### src/source/plic_pkg.sv
package plic_pkg;

    localparam int ADDR_W = 26;
    localparam int DATA_W = 32;
    localparam int PRIO_W = 3;

    // byte offsets within the controller window
    localparam logic [ADDR_W-1:0] OFS_PRIO = 26'h000_0000;
    localparam logic [ADDR_W-1:0] OFS_PEND = 26'h000_1000;
    localparam logic [ADDR_W-1:0] OFS_TYPE = 26'h000_1080;
    localparam logic [ADDR_W-1:0] OFS_POL  = 26'h000_1100;
    localparam logic [ADDR_W-1:0] OFS_EN   = 26'h000_2000;
    localparam logic [ADDR_W-1:0] OFS_TH   = 26'h020_0000;

    // per-target spacing of the enable and threshold blocks
    localparam logic [ADDR_W-1:0] EN_STRIDE = 26'h000_0080;
    localparam logic [ADDR_W-1:0] TH_STRIDE = 26'h000_1000;
    // claim/complete word follows the threshold
    localparam logic [ADDR_W-1:0] CLAIM_OFS = 26'h000_0004;

    typedef struct packed {
        logic [PRIO_W-1:0] prio;
        logic              level;
        logic              act_low;
    } src_cfg_t;

    // setup-phase access to one target's claim word
    typedef struct packed {
        logic sel;
        logic wr;
    } claim_acc_t;

endpackage

### src/source/plic_gateway.sv
`timescale 1ns/1ps

module plic_gateway (
    input  logic               clk,
    input  logic               rstn,
    input  logic               src_i,
    input  plic_pkg::src_cfg_t cfg_i,
    input  logic               claim_i,
    input  logic               cmplet_i,
    output logic               pend_o
);

    typedef enum logic [1:0] {
        ST_IDLE  = 2'b00,
        ST_PEND  = 2'b01,
        ST_CLAIM = 2'b10
    } state_t;

    state_t state_q;
    state_t state_d;
    logic   src_act;
    logic   src_lvl_q;
    logic   src_prev_q;
    logic   src_edge_q;
    logic   pol_q;
    logic   set_pend;
    logic   cancel;

    assign src_act = src_i ^ cfg_i.act_low;

    always_ff @(posedge clk or negedge rstn) begin
        if (!rstn) begin
            src_lvl_q  <= 1'b0;
            src_prev_q <= 1'b0;
            src_edge_q <= 1'b0;
            pol_q      <= 1'b0;
        end else begin
            src_lvl_q  <= src_act;
            src_prev_q <= src_lvl_q;
            // rising edge of the sampled level
            src_edge_q <= src_lvl_q & ~src_prev_q;
            pol_q      <= cfg_i.act_low;
        end
    end

    assign set_pend = cfg_i.level ? src_lvl_q : src_edge_q;
    // level drop, or any polarity flip
    assign cancel   = (cfg_i.level & ~src_lvl_q) | (cfg_i.act_low ^ pol_q);

    always_comb begin
        state_d = state_q;
        case (state_q)
            ST_IDLE:  state_d = set_pend ? ST_PEND : ST_IDLE;
            ST_PEND:  state_d = claim_i ? ST_CLAIM : (cancel ? ST_IDLE : ST_PEND);
            ST_CLAIM: state_d = cmplet_i ? ST_IDLE : ST_CLAIM;
            default:  state_d = ST_IDLE;
        endcase
    end

    always_ff @(posedge clk or negedge rstn) begin
        if (!rstn) begin
            state_q <= ST_IDLE;
        end else begin
            state_q <= state_d;
        end
    end

    assign pend_o = (state_q == ST_PEND);

endmodule

### src/source/plic_gateway_bank.sv
`timescale 1ns/1ps

module plic_gateway_bank #(
    parameter int N_SRC = 8,
    parameter int N_TGT = 2
) (
    input  logic                           clk,
    input  logic                           rstn,
    input  logic [N_SRC-1:0]               ints_i,
    input  plic_pkg::src_cfg_t [N_SRC-1:0] cfg_i,
    input  logic [N_TGT-1:0][N_SRC-1:0]    claim_i,
    input  logic [N_TGT-1:0][N_SRC-1:0]    cmplet_i,
    output logic [N_SRC-1:0]               pend_o
);

    logic [N_SRC-1:0] claim_any;
    logic [N_SRC-1:0] cmplet_any;

    // any target may claim or complete a given source
    always_comb begin
        claim_any  = '0;
        cmplet_any = '0;
        for (int t = 0; t < N_TGT; t++) begin
            claim_any  = claim_any | claim_i[t];
            cmplet_any = cmplet_any | cmplet_i[t];
        end
    end

    // source 0 is reserved
    assign pend_o[0] = 1'b0;

    for (genvar s = 1; s < N_SRC; s++) begin : g_gw
        plic_gateway u_gateway (
            .clk      (clk),
            .rstn     (rstn),
            .src_i    (ints_i[s]),
            .cfg_i    (cfg_i[s]),
            .claim_i  (claim_any[s]),
            .cmplet_i (cmplet_any[s]),
            .pend_o   (pend_o[s])
        );
    end

endmodule

### src/source/plic_target.sv
`timescale 1ns/1ps

module plic_target #(
    parameter int N_SRC = 8
) (
    input  logic                           clk,
    input  logic                           rstn,
    input  logic [N_SRC-1:0]               pend_i,
    input  logic [N_SRC-1:0]               en_i,
    input  plic_pkg::src_cfg_t [N_SRC-1:0] cfg_i,
    input  logic [plic_pkg::PRIO_W-1:0]    th_i,
    input  plic_pkg::claim_acc_t           acc_i,
    output logic [$clog2(N_SRC)-1:0]       id_o,
    output logic [N_SRC-1:0]               claim_o,
    output logic [N_SRC-1:0]               cmplet_o,
    output logic                           meip_o
);

    import plic_pkg::*;

    localparam int ID_W   = $clog2(N_SRC);
    localparam int N_LEAF = 1 << ID_W;

    // heap order, node n has children 2n+1 and 2n+2, leaves last
    logic [PRIO_W-1:0] node_prio [2*N_LEAF-1];
    logic [ID_W-1:0]   node_id   [2*N_LEAF-1];
    logic [ID_W-1:0]   id_q;
    logic [ID_W-1:0]   claim_id_q;
    logic [ID_W-1:0]   cmplet_id_q;
    logic              hold;

    for (genvar i = 0; i < N_LEAF; i++) begin : g_leaf
        if (i < N_SRC) begin : g_src
            assign node_prio[N_LEAF-1+i] = (pend_i[i] & en_i[i]) ? cfg_i[i].prio : '0;
        end else begin : g_pad
            assign node_prio[N_LEAF-1+i] = '0;
        end
        assign node_id[N_LEAF-1+i] = ID_W'(i);
    end

    // right child only wins when strictly higher, so ties go to the lower id
    for (genvar n = 0; n < N_LEAF - 1; n++) begin : g_node
        logic take_r;

        assign take_r       = node_prio[2*n+2] > node_prio[2*n+1];
        assign node_prio[n] = take_r ? node_prio[2*n+2] : node_prio[2*n+1];
        assign node_id[n]   = take_r ? node_id[2*n+2] : node_id[2*n+1];
    end

    // non-preemptive: frozen while claimed or while the claim word is accessed
    assign hold = acc_i.sel | (claim_id_q != '0);

    always_ff @(posedge clk or negedge rstn) begin
        if (!rstn) begin
            id_q        <= '0;
            claim_id_q  <= '0;
            cmplet_id_q <= '0;
        end else begin
            if (!hold) begin
                id_q <= (node_prio[0] > th_i) ? node_id[0] : '0;
            end
            if (acc_i.sel) begin
                claim_id_q <= acc_i.wr ? '0 : id_q;
            end
            // one-cycle complete carrying the id being released
            cmplet_id_q <= (acc_i.sel & acc_i.wr) ? claim_id_q : '0;
        end
    end

    assign id_o     = id_q;
    assign claim_o  = (claim_id_q != '0) ? (N_SRC'(1) << claim_id_q) : '0;
    assign cmplet_o = (cmplet_id_q != '0) ? (N_SRC'(1) << cmplet_id_q) : '0;
    assign meip_o   = (id_q != claim_id_q);

endmodule

### src/source/plic_regs.sv
`timescale 1ns/1ps

module plic_regs #(
    parameter int N_SRC = 8,
    parameter int N_TGT = 2
) (
    input  logic                                   clk,
    input  logic                                   rstn,
    input  logic                                   psel_i,
    input  logic                                   penable_i,
    input  logic                                   pwrite_i,
    input  logic [plic_pkg::ADDR_W-1:0]            paddr_i,
    input  logic [plic_pkg::DATA_W-1:0]            pwdata_i,
    output logic [plic_pkg::DATA_W-1:0]            prdata_o,
    input  logic [N_SRC-1:0]                       pend_i,
    input  logic [N_TGT-1:0][$clog2(N_SRC)-1:0]    id_i,
    output plic_pkg::src_cfg_t [N_SRC-1:0]         cfg_o,
    output logic [N_TGT-1:0][N_SRC-1:0]            en_o,
    output logic [N_TGT-1:0][plic_pkg::PRIO_W-1:0] th_o,
    output plic_pkg::claim_acc_t [N_TGT-1:0]       acc_o
);

    import plic_pkg::*;

    logic              setup;
    logic              apb_wr;
    logic [PRIO_W-1:0] prio_q [1:N_SRC-1];
    logic [N_SRC-1:0]  type_q;
    logic [N_SRC-1:0]  pol_q;
    logic [N_SRC-1:0]  en_q   [N_TGT];
    logic [PRIO_W-1:0] th_q   [N_TGT];
    logic [DATA_W-1:0] rdata_d;

    function automatic logic [ADDR_W-1:0] prio_addr(input int s);
        return OFS_PRIO + ADDR_W'(4 * s);
    endfunction

    function automatic logic [ADDR_W-1:0] en_addr(input int t);
        return OFS_EN + EN_STRIDE * ADDR_W'(t);
    endfunction

    function automatic logic [ADDR_W-1:0] th_addr(input int t);
        return OFS_TH + TH_STRIDE * ADDR_W'(t);
    endfunction

    assign setup  = psel_i & ~penable_i;
    assign apb_wr = setup & pwrite_i;

    always_ff @(posedge clk or negedge rstn) begin
        if (!rstn) begin
            for (int s = 1; s < N_SRC; s++) begin
                prio_q[s] <= '0;
            end
            type_q <= '0;
            pol_q  <= '0;
            for (int t = 0; t < N_TGT; t++) begin
                en_q[t] <= '0;
                th_q[t] <= '0;
            end
        end else if (apb_wr) begin
            // no priority register behind source 0
            for (int s = 1; s < N_SRC; s++) begin
                if (paddr_i == prio_addr(s)) begin
                    prio_q[s] <= pwdata_i[PRIO_W-1:0];
                end
            end
            if (paddr_i == OFS_TYPE) begin
                type_q <= pwdata_i[N_SRC-1:0];
            end
            if (paddr_i == OFS_POL) begin
                pol_q <= pwdata_i[N_SRC-1:0];
            end
            for (int t = 0; t < N_TGT; t++) begin
                if (paddr_i == en_addr(t)) begin
                    en_q[t] <= pwdata_i[N_SRC-1:0];
                end
                if (paddr_i == th_addr(t)) begin
                    th_q[t] <= pwdata_i[PRIO_W-1:0];
                end
            end
        end
    end

    always_comb begin
        cfg_o[0].prio    = '0;
        cfg_o[0].level   = type_q[0];
        cfg_o[0].act_low = pol_q[0];
        for (int s = 1; s < N_SRC; s++) begin
            cfg_o[s].prio    = prio_q[s];
            cfg_o[s].level   = type_q[s];
            cfg_o[s].act_low = pol_q[s];
        end
        for (int t = 0; t < N_TGT; t++) begin
            en_o[t]      = en_q[t];
            th_o[t]      = th_q[t];
            acc_o[t].sel = setup & (paddr_i == th_addr(t) + CLAIM_OFS);
            acc_o[t].wr  = pwrite_i;
        end
    end

    // read mux, one hit at most
    always_comb begin
        rdata_d = '0;
        for (int s = 1; s < N_SRC; s++) begin
            rdata_d = rdata_d | (DATA_W'(prio_q[s]) & {DATA_W{paddr_i == prio_addr(s)}});
        end
        rdata_d = rdata_d | (DATA_W'(pend_i) & {DATA_W{paddr_i == OFS_PEND}});
        rdata_d = rdata_d | (DATA_W'(type_q) & {DATA_W{paddr_i == OFS_TYPE}});
        rdata_d = rdata_d | (DATA_W'(pol_q) & {DATA_W{paddr_i == OFS_POL}});
        for (int t = 0; t < N_TGT; t++) begin
            rdata_d = rdata_d | (DATA_W'(en_q[t]) & {DATA_W{paddr_i == en_addr(t)}});
            rdata_d = rdata_d | (DATA_W'(th_q[t]) & {DATA_W{paddr_i == th_addr(t)}});
            rdata_d = rdata_d |
                      (DATA_W'(id_i[t]) & {DATA_W{paddr_i == th_addr(t) + CLAIM_OFS}});
        end
    end

    always_ff @(posedge clk or negedge rstn) begin
        if (!rstn) begin
            prdata_o <= '0;
        end else begin
            prdata_o <= rdata_d;
        end
    end

endmodule

### src/source/plic_top.sv
`timescale 1ns/1ps

module plic_top #(
    parameter int N_SRC = 8,
    parameter int N_TGT = 2
) (
    input  logic                        clk,
    input  logic                        rstn,
    input  logic                        psel_i,
    input  logic                        penable_i,
    input  logic                        pwrite_i,
    input  logic [plic_pkg::ADDR_W-1:0] paddr_i,
    input  logic [plic_pkg::DATA_W-1:0] pwdata_i,
    output logic [plic_pkg::DATA_W-1:0] prdata_o,
    output logic                        pslverr_o,
    output logic                        pready_o,
    input  logic [N_SRC-1:0]            ints_i,
    output logic [N_TGT-1:0]            meip_o
);

    import plic_pkg::*;

    localparam int ID_W = $clog2(N_SRC);

    src_cfg_t   [N_SRC-1:0]             cfg;
    claim_acc_t [N_TGT-1:0]             acc;
    logic       [N_TGT-1:0][N_SRC-1:0]  en;
    logic       [N_TGT-1:0][PRIO_W-1:0] th;
    logic       [N_TGT-1:0][ID_W-1:0]   id;
    logic       [N_TGT-1:0][N_SRC-1:0]  claim;
    logic       [N_TGT-1:0][N_SRC-1:0]  cmplet;
    logic       [N_SRC-1:0]             pend;

    // every access completes in one cycle
    assign pslverr_o = 1'b0;
    assign pready_o  = 1'b1;

    plic_regs #(
        .N_SRC (N_SRC),
        .N_TGT (N_TGT)
    ) u_regs (
        .clk       (clk),
        .rstn      (rstn),
        .psel_i    (psel_i),
        .penable_i (penable_i),
        .pwrite_i  (pwrite_i),
        .paddr_i   (paddr_i),
        .pwdata_i  (pwdata_i),
        .prdata_o  (prdata_o),
        .pend_i    (pend),
        .id_i      (id),
        .cfg_o     (cfg),
        .en_o      (en),
        .th_o      (th),
        .acc_o     (acc)
    );

    plic_gateway_bank #(
        .N_SRC (N_SRC),
        .N_TGT (N_TGT)
    ) u_gw_bank (
        .clk      (clk),
        .rstn     (rstn),
        .ints_i   (ints_i),
        .cfg_i    (cfg),
        .claim_i  (claim),
        .cmplet_i (cmplet),
        .pend_o   (pend)
    );

    for (genvar t = 0; t < N_TGT; t++) begin : g_tgt
        plic_target #(
            .N_SRC (N_SRC)
        ) u_target (
            .clk      (clk),
            .rstn     (rstn),
            .pend_i   (pend),
            .en_i     (en[t]),
            .cfg_i    (cfg),
            .th_i     (th[t]),
            .acc_i    (acc[t]),
            .id_o     (id[t]),
            .claim_o  (claim[t]),
            .cmplet_o (cmplet[t]),
            .meip_o   (meip_o[t])
        );
    end

endmodule

### config.mk
export PLATFORM = sky130hd
export DESIGN_NAME = plic_top
export DESIGN_NICKNAME = d
export VERILOG_FILES = /design/src/source/plic_pkg.sv /design/src/source/plic_gateway.sv /design/src/source/plic_gateway_bank.sv /design/src/source/plic_target.sv /design/src/source/plic_regs.sv /design/src/source/plic_top.sv
export SDC_FILE = /design/constraint.sdc
export NUM_CORES = 1
export LEC_CHECK = 0
export BUFFER_PORTS_ARGS = -buffer_cell sky130_fd_sc_hd__buf_2
export CORE_AREA = 4 4 141 143
export CTS_CLUSTER_SIZE = 10
export DETAILED_ROUTE_END_ITERATION = 8
export DIE_AREA = 0 0 145 147
export PLACE_DENSITY = 0.6
export SLEW_MARGIN = 20
export SYNTH_ARGS = -nofsm -noshare
export SYNTH_HDL_FRONTEND = slang
export SYNTH_SLANG_ARGS = --single-unit
### constraint.sdc
create_clock -name clk -period 12.25 [get_ports clk]
set_input_delay 0.6125 -clock clk [delete_from_list [all_inputs] [get_ports clk]]
set_output_delay 0.6125 -clock clk [all_outputs]
set_load 0.02 [all_outputs]
==> results.txt, run 1 <==
- The highest metal layer carrying signal wires in the routed design is met4.
* Synth-to-layout area growth: 12.3%
- The synthesized design contains 0 enable-type register cells.
- Post-synthesis cell type count: 64
- Counting cells, the worst reg-to-reg path comes to 24.
- 107 I/O pins were placed.
- Worst Tran Pin Value: 0.938 ns
- Wire length of the first global-routing pass: 32600 microns
* Number of synthesized register bits: 127
* Diode count: 0
- Core ar.: 18600 sq um
- Of all flip-flops after synthesis, the portion carrying an async set or reset was 1.00.
* Post-DR wirelength/cell: 19.0 microns
- Post-CTS sizing: 0
- After clock tree synthesis, the clock-pin slew on the worst setup and hold paths is 0.06 ns.
- Via/cell ratio: 5.65
* Leak: 4.15 nW
- The number of pins exceeding their max-slew limit in the final report was 0.
- Once detail routing completed, the nets flagged for antenna violations numbered 0.
- Measured along the y axis, the die boundary spans 147 microns.
- Dividing total power by cell area gives a power density of 114 nW/um^2.
- In this run the critical register-to-register path is launched from u_gw_bank.g_gw[6].u_gateway.state_q[0].
- 1st-pass router iterations: 8
* Period Utilization, post-route: 0.513
* Number of port buffers: 55
- Cell at the root of the clock tree: sky130_fd_sc_hd__clkbuf_16
* Setup TNS: 0 ns
- Number of antenna violations at the first check in global routing: 0
* Average footprint of a synthesized cell: 10.3 sq um
- Upper clock frequency limit: 0.159 GHz
- The critical path starts at u_gw_bank.g_gw[6].u_gateway.state_q[0].
* Largest buffer count on any clock path: 2
- The critical path is of the flop to flop type.
- Final Hold Slack: 0.321 ns
- Count of nets after finishing: 928
- Measured against its own limit, the worst slew margin works out to 0.375.
- Data required time at the worst endpoint: 12.57 ns
- In this run the worst hold path is classified as input pin to async pin.
- In this run the post-CTS setup repair buffer count came out at 0.
- Largest net degree at the start of global routing: 74
- The final hold violation count came to 0.
- The worst register-to-register path has a setup slack of 5.97 ns.
* Maximum fanout along the worst path: 8
* Outcome: finished clean
- For the final database, setup skew stands at 0.0113 ns.
* Wire length the detailed router placed on met1: 9470 microns
* Total length of routed met3 wires: 1230 microns
- Global router's overall resource usage: 0.195
- After detailed routing, the number of remaining DRC violations is 0.
* Setup repair after global routing missed its margin: no
* Total number of placement rows: 50
- Weighted congestion reported at the end of routability-driven placement: 0.911
- Effective utilization at floorplan: 0.426
- Reported max-cap violation count: 0
* Clock tree from TritonCTS: yes
* Kind of start point of the critical path: flop
- In this run the horizontal extent of the chip is 145 microns.
- After detailed routing, the met2 layer carries 9090 microns of wire.
- Part of the Yosys area used for sequential elements: 0.402
- Inserted Clock Buffers: 17
- For this design, the CTS-stage hold fixing added 0 buffers.
- The cell area that synthesis handed to floorplanning was 7910 sq um.
* Fraction of layout instances using a drive strength above 1: 0.216
* H-tree depth reported by CTS: 4
* Overall via count from detail_route: 6005
- VDD sags by at most 0.0907 mV.
- The HPWL after detailed placement is 15500 microns.
- Count of routing violations after the opening detailed-route iteration: 422
- Latest clock arrival within the worst-skew pair: 0.43 ns
- Subtracting the final worst setup slack from the clock period gives 6.28 ns.
- In the synthesized netlist, the number of instances is 768.
* Endpoint kind of the worst setup timing path: flop
- During synthesis, Yosys emitted a total of 0 warnings.
- Global routing finished with a remaining overflow of 0.
- Number of clock sinks: 127
* FILL cells: 1728
- At the worst endpoint, the arrival time is 6.60 ns.
- Vias in the first global route: 5890
- The die covers 21300 sq um.
- Routed Wire Length: 20200 microns
- Setup violations remaining at the end of the flow were counted as 0.
- The most used flip-flop cell after synthesis is sky130_fd_sc_hd__dfrtp_1.
[power by group]
group / total, mW / switching [mW] / internal, mW / leakage, nW
logic: 0.0391 / 0.0298 / 0.00938 / 2.17
clock network: 0.551 / 0.192 / 0.358 / 0.310
registers: 0.425 / 0.00160 / 0.423 / 1.68
[cells by family after synthesis]
kind of cell	Yosys count	synth area share
multiplexers	92	0.134
adder cells (fa/ha/maj)	42	0.0665
buffers and inverters	92	0.0622
other	2	0.000950
XOR/XNOR	20	0.0222
flip-flops	127	0.402
AND/OR/NAND/NOR	256	0.194
AO/OA/AOI/OAI	137	0.117
[Yosys cell counts, types with 3 or more instances]
library cell | instances | area share
sky130_fd_sc_hd__a2111oi_0 | 3 | 0.0033
sky130_fd_sc_hd__a21o_1 | 7 | 0.0066
sky130_fd_sc_hd__a21oi_1 | 29 | 0.018
sky130_fd_sc_hd__a221o_1 | 5 | 0.0063
sky130_fd_sc_hd__a22oi_1 | 11 | 0.010
sky130_fd_sc_hd__a31oi_1 | 12 | 0.0095
sky130_fd_sc_hd__a32o_1 | 6 | 0.0076
sky130_fd_sc_hd__a32oi_1 | 7 | 0.0078
sky130_fd_sc_hd__and2_1 | 9 | 0.0071
sky130_fd_sc_hd__and3_1 | 15 | 0.012
sky130_fd_sc_hd__buf_4 | 33 | 0.031
sky130_fd_sc_hd__buf_6 | 3 | 0.0043
sky130_fd_sc_hd__clkbuf_1 | 16 | 0.0076
sky130_fd_sc_hd__dfrtp_1 | 127 | 0.40
sky130_fd_sc_hd__ha_1 | 42 | 0.066
sky130_fd_sc_hd__inv_1 | 40 | 0.019
sky130_fd_sc_hd__mux2_2 | 59 | 0.084
sky130_fd_sc_hd__mux2_4 | 8 | 0.015
sky130_fd_sc_hd__mux2i_1 | 21 | 0.027
sky130_fd_sc_hd__nand2_1 | 54 | 0.026
sky130_fd_sc_hd__nand2b_1 | 10 | 0.0079
sky130_fd_sc_hd__nand3_1 | 49 | 0.031
sky130_fd_sc_hd__nand3b_1 | 11 | 0.010
sky130_fd_sc_hd__nor2_1 | 27 | 0.013
sky130_fd_sc_hd__nor2b_1 | 22 | 0.017
sky130_fd_sc_hd__nor3_1 | 10 | 0.0063
sky130_fd_sc_hd__nor3b_1 | 5 | 0.0047
sky130_fd_sc_hd__nor4_1 | 5 | 0.0040
sky130_fd_sc_hd__nor4_4 | 7 | 0.019
sky130_fd_sc_hd__o21a_1 | 5 | 0.0047
sky130_fd_sc_hd__o21ai_0 | 30 | 0.019
sky130_fd_sc_hd__o311a_1 | 4 | 0.0051
sky130_fd_sc_hd__o31ai_1 | 6 | 0.0057
sky130_fd_sc_hd__or3_1 | 6 | 0.0047
sky130_fd_sc_hd__or4_1 | 5 | 0.0047
sky130_fd_sc_hd__xnor2_1 | 8 | 0.0089
sky130_fd_sc_hd__xor2_1 | 12 | 0.013
[per-layer routing]
metal,track usage,vias up
li1,-,2862
met2,0.303,219
met3,0.0466,23
met5,0,-
met4,0.0570,0
met1,0.273,2901
[worst paths after layout]
path                                                          endpoint
worst max-delay path                         g_tgt[0].u_target.id_o[0]
worst min-delay path             u_gw_bank.g_gw[1].u_gateway.src_lvl_q
worst max register to register               g_tgt[0].u_target.id_o[0]
worst min register to register  u_gw_bank.g_gw[4].u_gateway.src_prev_q
max in group asynchronous                             u_regs.type_q[7]
min in group clk                 u_gw_bank.g_gw[1].u_gateway.src_lvl_q
[placed cells by master (no fill, tap or decap), drive strengths merged, types with 3 or more instances in the layout]
cell     synthesis  final
dfrtp          127    127
nor4            12     12
nand2           56     56
nand2b          10     10
or4b             4      4
a21oi           29     29
ha              42     42
o31ai            6      6
a32o             6      6
a2111oi          3      3
mux2i           21     21
inv             40     41
buf             36     56
clkinv           0      4
nand3b          12     12
xor2            12     12
o21a             5      5
conb             2     26
o21ai           30     30
bufinv           0      4
a221o            5      5
nor2            30     30
clkbuf          16     21
mux2            69     69
a31oi           12     12
a21o             7      7
nor3            13     13
a22oi           11     11
xnor2            8      8
and2             9      9
nor3b            5      5
o311a            4      4
nor2b           22     22
a32oi            7      7
nand3           50     50
and3            16     16
or4              6      6
or3              6      6
[state kept, by name, summed over array words and instances (netlist names), 7 cells and up]
| signal | count |
|---|---|
| u_regs.pol_q | 8 |
| u_gw_bank.g_gw.u_gateway.state_q | 14 |
| u_regs.cfg_o | 21 |
| u_gw_bank.g_gw.u_gateway.src_lvl_q | 7 |
| u_gw_bank.g_gw.u_gateway.src_prev_q | 7 |
| u_regs.en_o | 16 |
| u_regs.type_q | 8 |
| u_regs.prdata_o | 8 |
| u_gw_bank.g_gw.u_gateway.pol_q | 7 |
| u_gw_bank.g_gw.u_gateway.src_edge_q | 7 |
[cell type report]
cell class	instances	area, sq um	share of cell area
Timing Repair Buffer	56	285	0.0321
Clock inverter	11	179	0.0201
Clock buffer	21	470	0.0530
Inverter	40	150	0.0169
Tap cell	234	293	0.0330
Sequential cell	127	3180	0.358
Multi-Input combinational cell	573	4330	0.487
[stage by stage]
step	worst slack, ns	instance area [sq um]	instances	utilization	power [mW]
floorplan	6.90	8000	792	-	0.455
global placement	6.06	8230	1030	0.443	0.471
detailed placement	5.92	8230	1030	0.443	0.472
CTS	5.92	8880	1062	0.478	1.02
global route	5.38	8880	1062	0.478	1.05
finish	5.97	8880	1062	0.478	1.01
[critical path, stage by stage, from the launching register on]
cell	delay (ns)
sky130_fd_sc_hd__dfrtp_1	0.39
sky130_fd_sc_hd__nor2b_1	0.54
sky130_fd_sc_hd__nand3_1	0.19
sky130_fd_sc_hd__ha_1	0.35
sky130_fd_sc_hd__nand2_1	0.06
sky130_fd_sc_hd__o21a_1	0.19
sky130_fd_sc_hd__a31oi_1	0.28
sky130_fd_sc_hd__mux2_2	0.40
sky130_fd_sc_hd__ha_1	0.20
sky130_fd_sc_hd__nor2b_1	0.11
sky130_fd_sc_hd__a221oi_1	0.11
sky130_fd_sc_hd__a31oi_1	0.50
sky130_fd_sc_hd__mux2i_1	0.42
sky130_fd_sc_hd__ha_1	0.22
sky130_fd_sc_hd__a21o_1	0.11
sky130_fd_sc_hd__a21oi_1	0.06
sky130_fd_sc_hd__a31oi_1	0.42
sky130_fd_sc_hd__inv_1	0.17
sky130_fd_sc_hd__mux2_2	0.31
sky130_fd_sc_hd__ha_1	0.30
sky130_fd_sc_hd__nor2b_1	0.13
sky130_fd_sc_hd__o21a_1	0.15
sky130_fd_sc_hd__o21ai_0	0.30
sky130_fd_sc_hd__nor2_1	0.07
sky130_fd_sc_hd__a22o_1	0.20
Note: power is estimated with default switching activity, not from simulation.
==> run 2, diff against run 1 <==
- clock period: 12.25 -> 6.25 ns (I/O delays scaled with it)
==> results.txt, run 2 (synthesis gave the netlist of run 1 again) <==
* Outcome: finished clean
- Dividing total power by cell area gives a power density of 208 nW/um^2.
- By instance count, the cell type seen most on the critical path is sky130_fd_sc_hd__ha_1.
- Number of clock sinks: 127
- The first global-routing pass estimated 32400 microns of wire.
- Once detailed placement completed, the half-perimeter wirelength came to 15600 microns.
- The library cell used most frequently in the layout, excluding fill and tap cells, is sky130_fd_sc_hd__dfrtp_1.
- 1st-pass router iterations: 6
- Cell class contributing the biggest share of worst-path delay: compound AO/OA/AOI/OAI gates
* Kind of start point of the critical path: flop
- Net switching power figure: 0.421 mW
- Count of nets after finishing: 937
- Leak: 4.16 nW
- Data required time at the worst endpoint: 6.56 ns
* Clock Power Share: 0.507
- Latest clock arrival within the worst-skew pair: 0.42 ns
* Clock period minus final worst setup slack: 5.78 ns
* Crit-path cells: nor2b_1, nand3_1, ha_1, nand3b_1, a32oi_1, mux2_2, ha_1, o21a_1, a31oi_1, nand2_1, o21ai_0, inv_1, ha_1, a21o_1, a21oi_1, a31oi_1, inv_1, mux2_2, ha_1, nor2b_1, o21a_1, o21ai_0, nor2_1, a22o_1
* Drc violations: 0
* Number of endpoints with negative hold slack in the final report: 0
- Across the VDD grid, the largest voltage drop is 0.191 mV.
- Clock tree from TritonCTS: yes
- Portion of total power attributed to sequential cells: 0.451
* Diode count: 0
- Number of antenna violations at the first check in global routing: 0
- DRT antenna net count: 0
- Worst R2R Path Depth: 24
- Hold Path Class: input pin to flop
- The area growth from synthesis to layout is 12.5%.
* Leftover overflow at the end of global routing: 0
- Setup repair after global routing left no endpoint under its margin.
* Effective utilization at floorplan: 0.426
- Counting buffers and inverters, the worst setup path is 24 cells deep.
- Post-CTS repair timing setup buffer count: 0
- The cell sitting at the root of the clock tree is a sky130_fd_sc_hd__clkbuf_16.
* Final setup skew: 0.00811 ns
- After detailed placement, the total cell area comes to 8290 sq um.
- In this run the worst setup path terminates at g_tgt[1].u_target.id_o[0].
* Count of routing violations after the opening detailed-route iteration: 434
- The critical path in this run is classified as flop to flop.
- Post-DR wirelength/cell: 19.0 microns
- The core region is 18600 sq um.
- Maximum fanout along the worst path: 6
- Global router's overall resource usage: 0.195
- Period Utilization, post-route: 0.925
* Total number of placement rows: 50
- For the pin with the worst max-slew slack, the measured transition is 0.744 ns.
* Number of flip-flops in the largest register: 21
* Final setup violation count: 0
- Maximum single-stage delay on the critical path: 0.51 ns
- Weighted congestion reported at the end of routability-driven placement: 0.902
- Slowest library cell on the worst path: sky130_fd_sc_hd__nor2b_1
- Inserted Clock Buffers: 17
* H-tree depth reported by CTS: 4
* Largest buffer count on any clock path: 2
* Launch point of the critical path: u_gw_bank.g_gw[2].u_gateway.state_q[1]
* Via/cell ratio: 5.64
- At the worst endpoint, the arrival time is 6.09 ns.
* Upper clock frequency limit: 0.173 GHz
* Reg2reg end: g_tgt[1].u_target.id_o[0]
- The number of pins exceeding their max-slew limit in the final report was 0.
* Post-route cell area: 8890 sq um
- Highest-count cells in the layout ignoring fill and taps: 127 x sky130_fd_sc_hd__dfrtp_1, 59 x sky130_fd_sc_hd__mux2_2, 54 x sky130_fd_sc_hd__nand2_1, 54 x sky130_fd_sc_hd__buf_2, 49 x sky130_fd_sc_hd__nand3_1
- Register-to-register setup slack: 0.47 ns
- The worst pin sits at a relative slew slack of 0.503.
* Routed Wire Length: 20400 microns
- The critical path contains buffers and inverters numbering 2 combined.
- For this design the top-level I/O count stands at 107.
- CTS clock-pin slew for the worst setup and hold paths: 0.05 ns
- Cell-internal power: 1.43 mW
- The worst setup path is captured at a flop.
- In this run the tool buffered the top-level ports with 55 buffer cells.
- Sw Ratio: 0.228
- The die covers 21300 sq um.
- Across all layers, the routed design uses 6041 vias.
* Chip Width: 145 microns
- Largest net degree at the start of global routing: 78
- In this run the critical register-to-register path is launched from u_gw_bank.g_gw[2].u_gateway.state_q[1].
* Fraction of power consumed by combinational cells: 0.042
- Reported max-cap violation count: 0
- The floorplan step set the die height to 147 microns.
- Fraction of layout instances using a drive strength above 1: 0.229
* Setup TNS: 0 ns
- The via count of the first global-routing pass came to 5936.
run 2: cell count changes in the layout (fill, tap and decap cells not counted), moves of 3 or more:
cell | previous run | this run
sky130_fd_sc_hd__nor2b_2 | 0 | 4
sky130_fd_sc_hd__clkinv_4 | 4 | 0
sky130_fd_sc_hd__clkinv_2 | 0 | 3
sky130_fd_sc_hd__bufinv_16 | 4 | 1
sky130_fd_sc_hd__buf_4 | 2 | 9
sky130_fd_sc_hd__nor2b_1 | 22 | 18
run 2: worst min-delay path by stage:
stage | endpoint | cells past startpoint | startpoint
after floorplan | g_tgt[0].u_target.claim_id_q[0] | 0 | rstn
after global placement | u_gw_bank.g_gw[7].u_gateway.src_prev_q | 0 | u_gw_bank.g_gw[7].u_gateway.src_lvl_q
after detailed placement | u_gw_bank.g_gw[7].u_gateway.src_prev_q | 0 | u_gw_bank.g_gw[7].u_gateway.src_lvl_q
after CTS | u_gw_bank.g_gw[2].u_gateway.src_lvl_q | 2 | ints_i[2]
after global routing | u_gw_bank.g_gw[1].u_gateway.src_lvl_q | 2 | ints_i[1]
final | u_gw_bank.g_gw[2].u_gateway.src_lvl_q | 2 | ints_i[2]
run 2: what timing repair did:
item	in CTS	in global routing
resized for setup	0	7
setup endpoints to repair	0	4
hold endpoints to repair	0	52
hold buffers	0	1
run 2: metrics by stage:
stage,utilization,power (mW),setup slack [ns],hold slack (ns),cells
2_1_floorplan,-,0.892,0.904,0.0169,792
3_3_place_gp,0.446,0.924,0.378,0.376,1038
3_5_place_dp,0.446,0.924,0.262,0.383,1038
4_1_cts,0.477,1.87,0.239,0.0480,1070
5_1_grt,0.479,1.91,0.0295,0.0496,1071
6_report,0.479,1.85,0.467,0.0636,1071
run 2: layout make-up:
class / instances / area, sq um
clock buffers: 23 / 478
clock inverters: 9 / 83.8
fillers: 1727 / 9690
inverters: 40 / 150
multi-input cells: 573 / 4350
flip-flops and latches: 127 / 3180
well taps: 234 / 293
repair buffers: 65 / 359
run 2: power groups by stage:
stage	sequential [mW]	clock, mW	combinational [mW]
after detailed placement	0.847	0	0.0773
after global placement	0.847	0	0.0765
final	0.833	0.936	0.0773
after global routing	0.833	0.993	0.0860
after CTS	0.833	0.958	0.0773
after floorplan	0.846	0	0.0460
run 2: worst reg2reg max path: cells and delay by family, from the launching register on:
| kind | cells | cell delay (ns) |
|---|---|---|
| buf+inv | 2 | 0.20 |
| compound gates | 10 | 2.05 |
| flops | 1 | 0.40 |
| mux | 2 | 0.75 |
| simple gates | 6 | 1.11 |
| fa+ha+maj | 4 | 1.17 |
run 2: per-layer routing:
layer	vias up	share of wire	track usage	wire length [microns]
met5	-	0	0	0
met4	0	0.018	0.0570	362
met3	29	0.063	0.0416	1280
met2	218	0.47	0.317	9490
met1	2909	0.45	0.264	9230
li1	2885	-	-	-
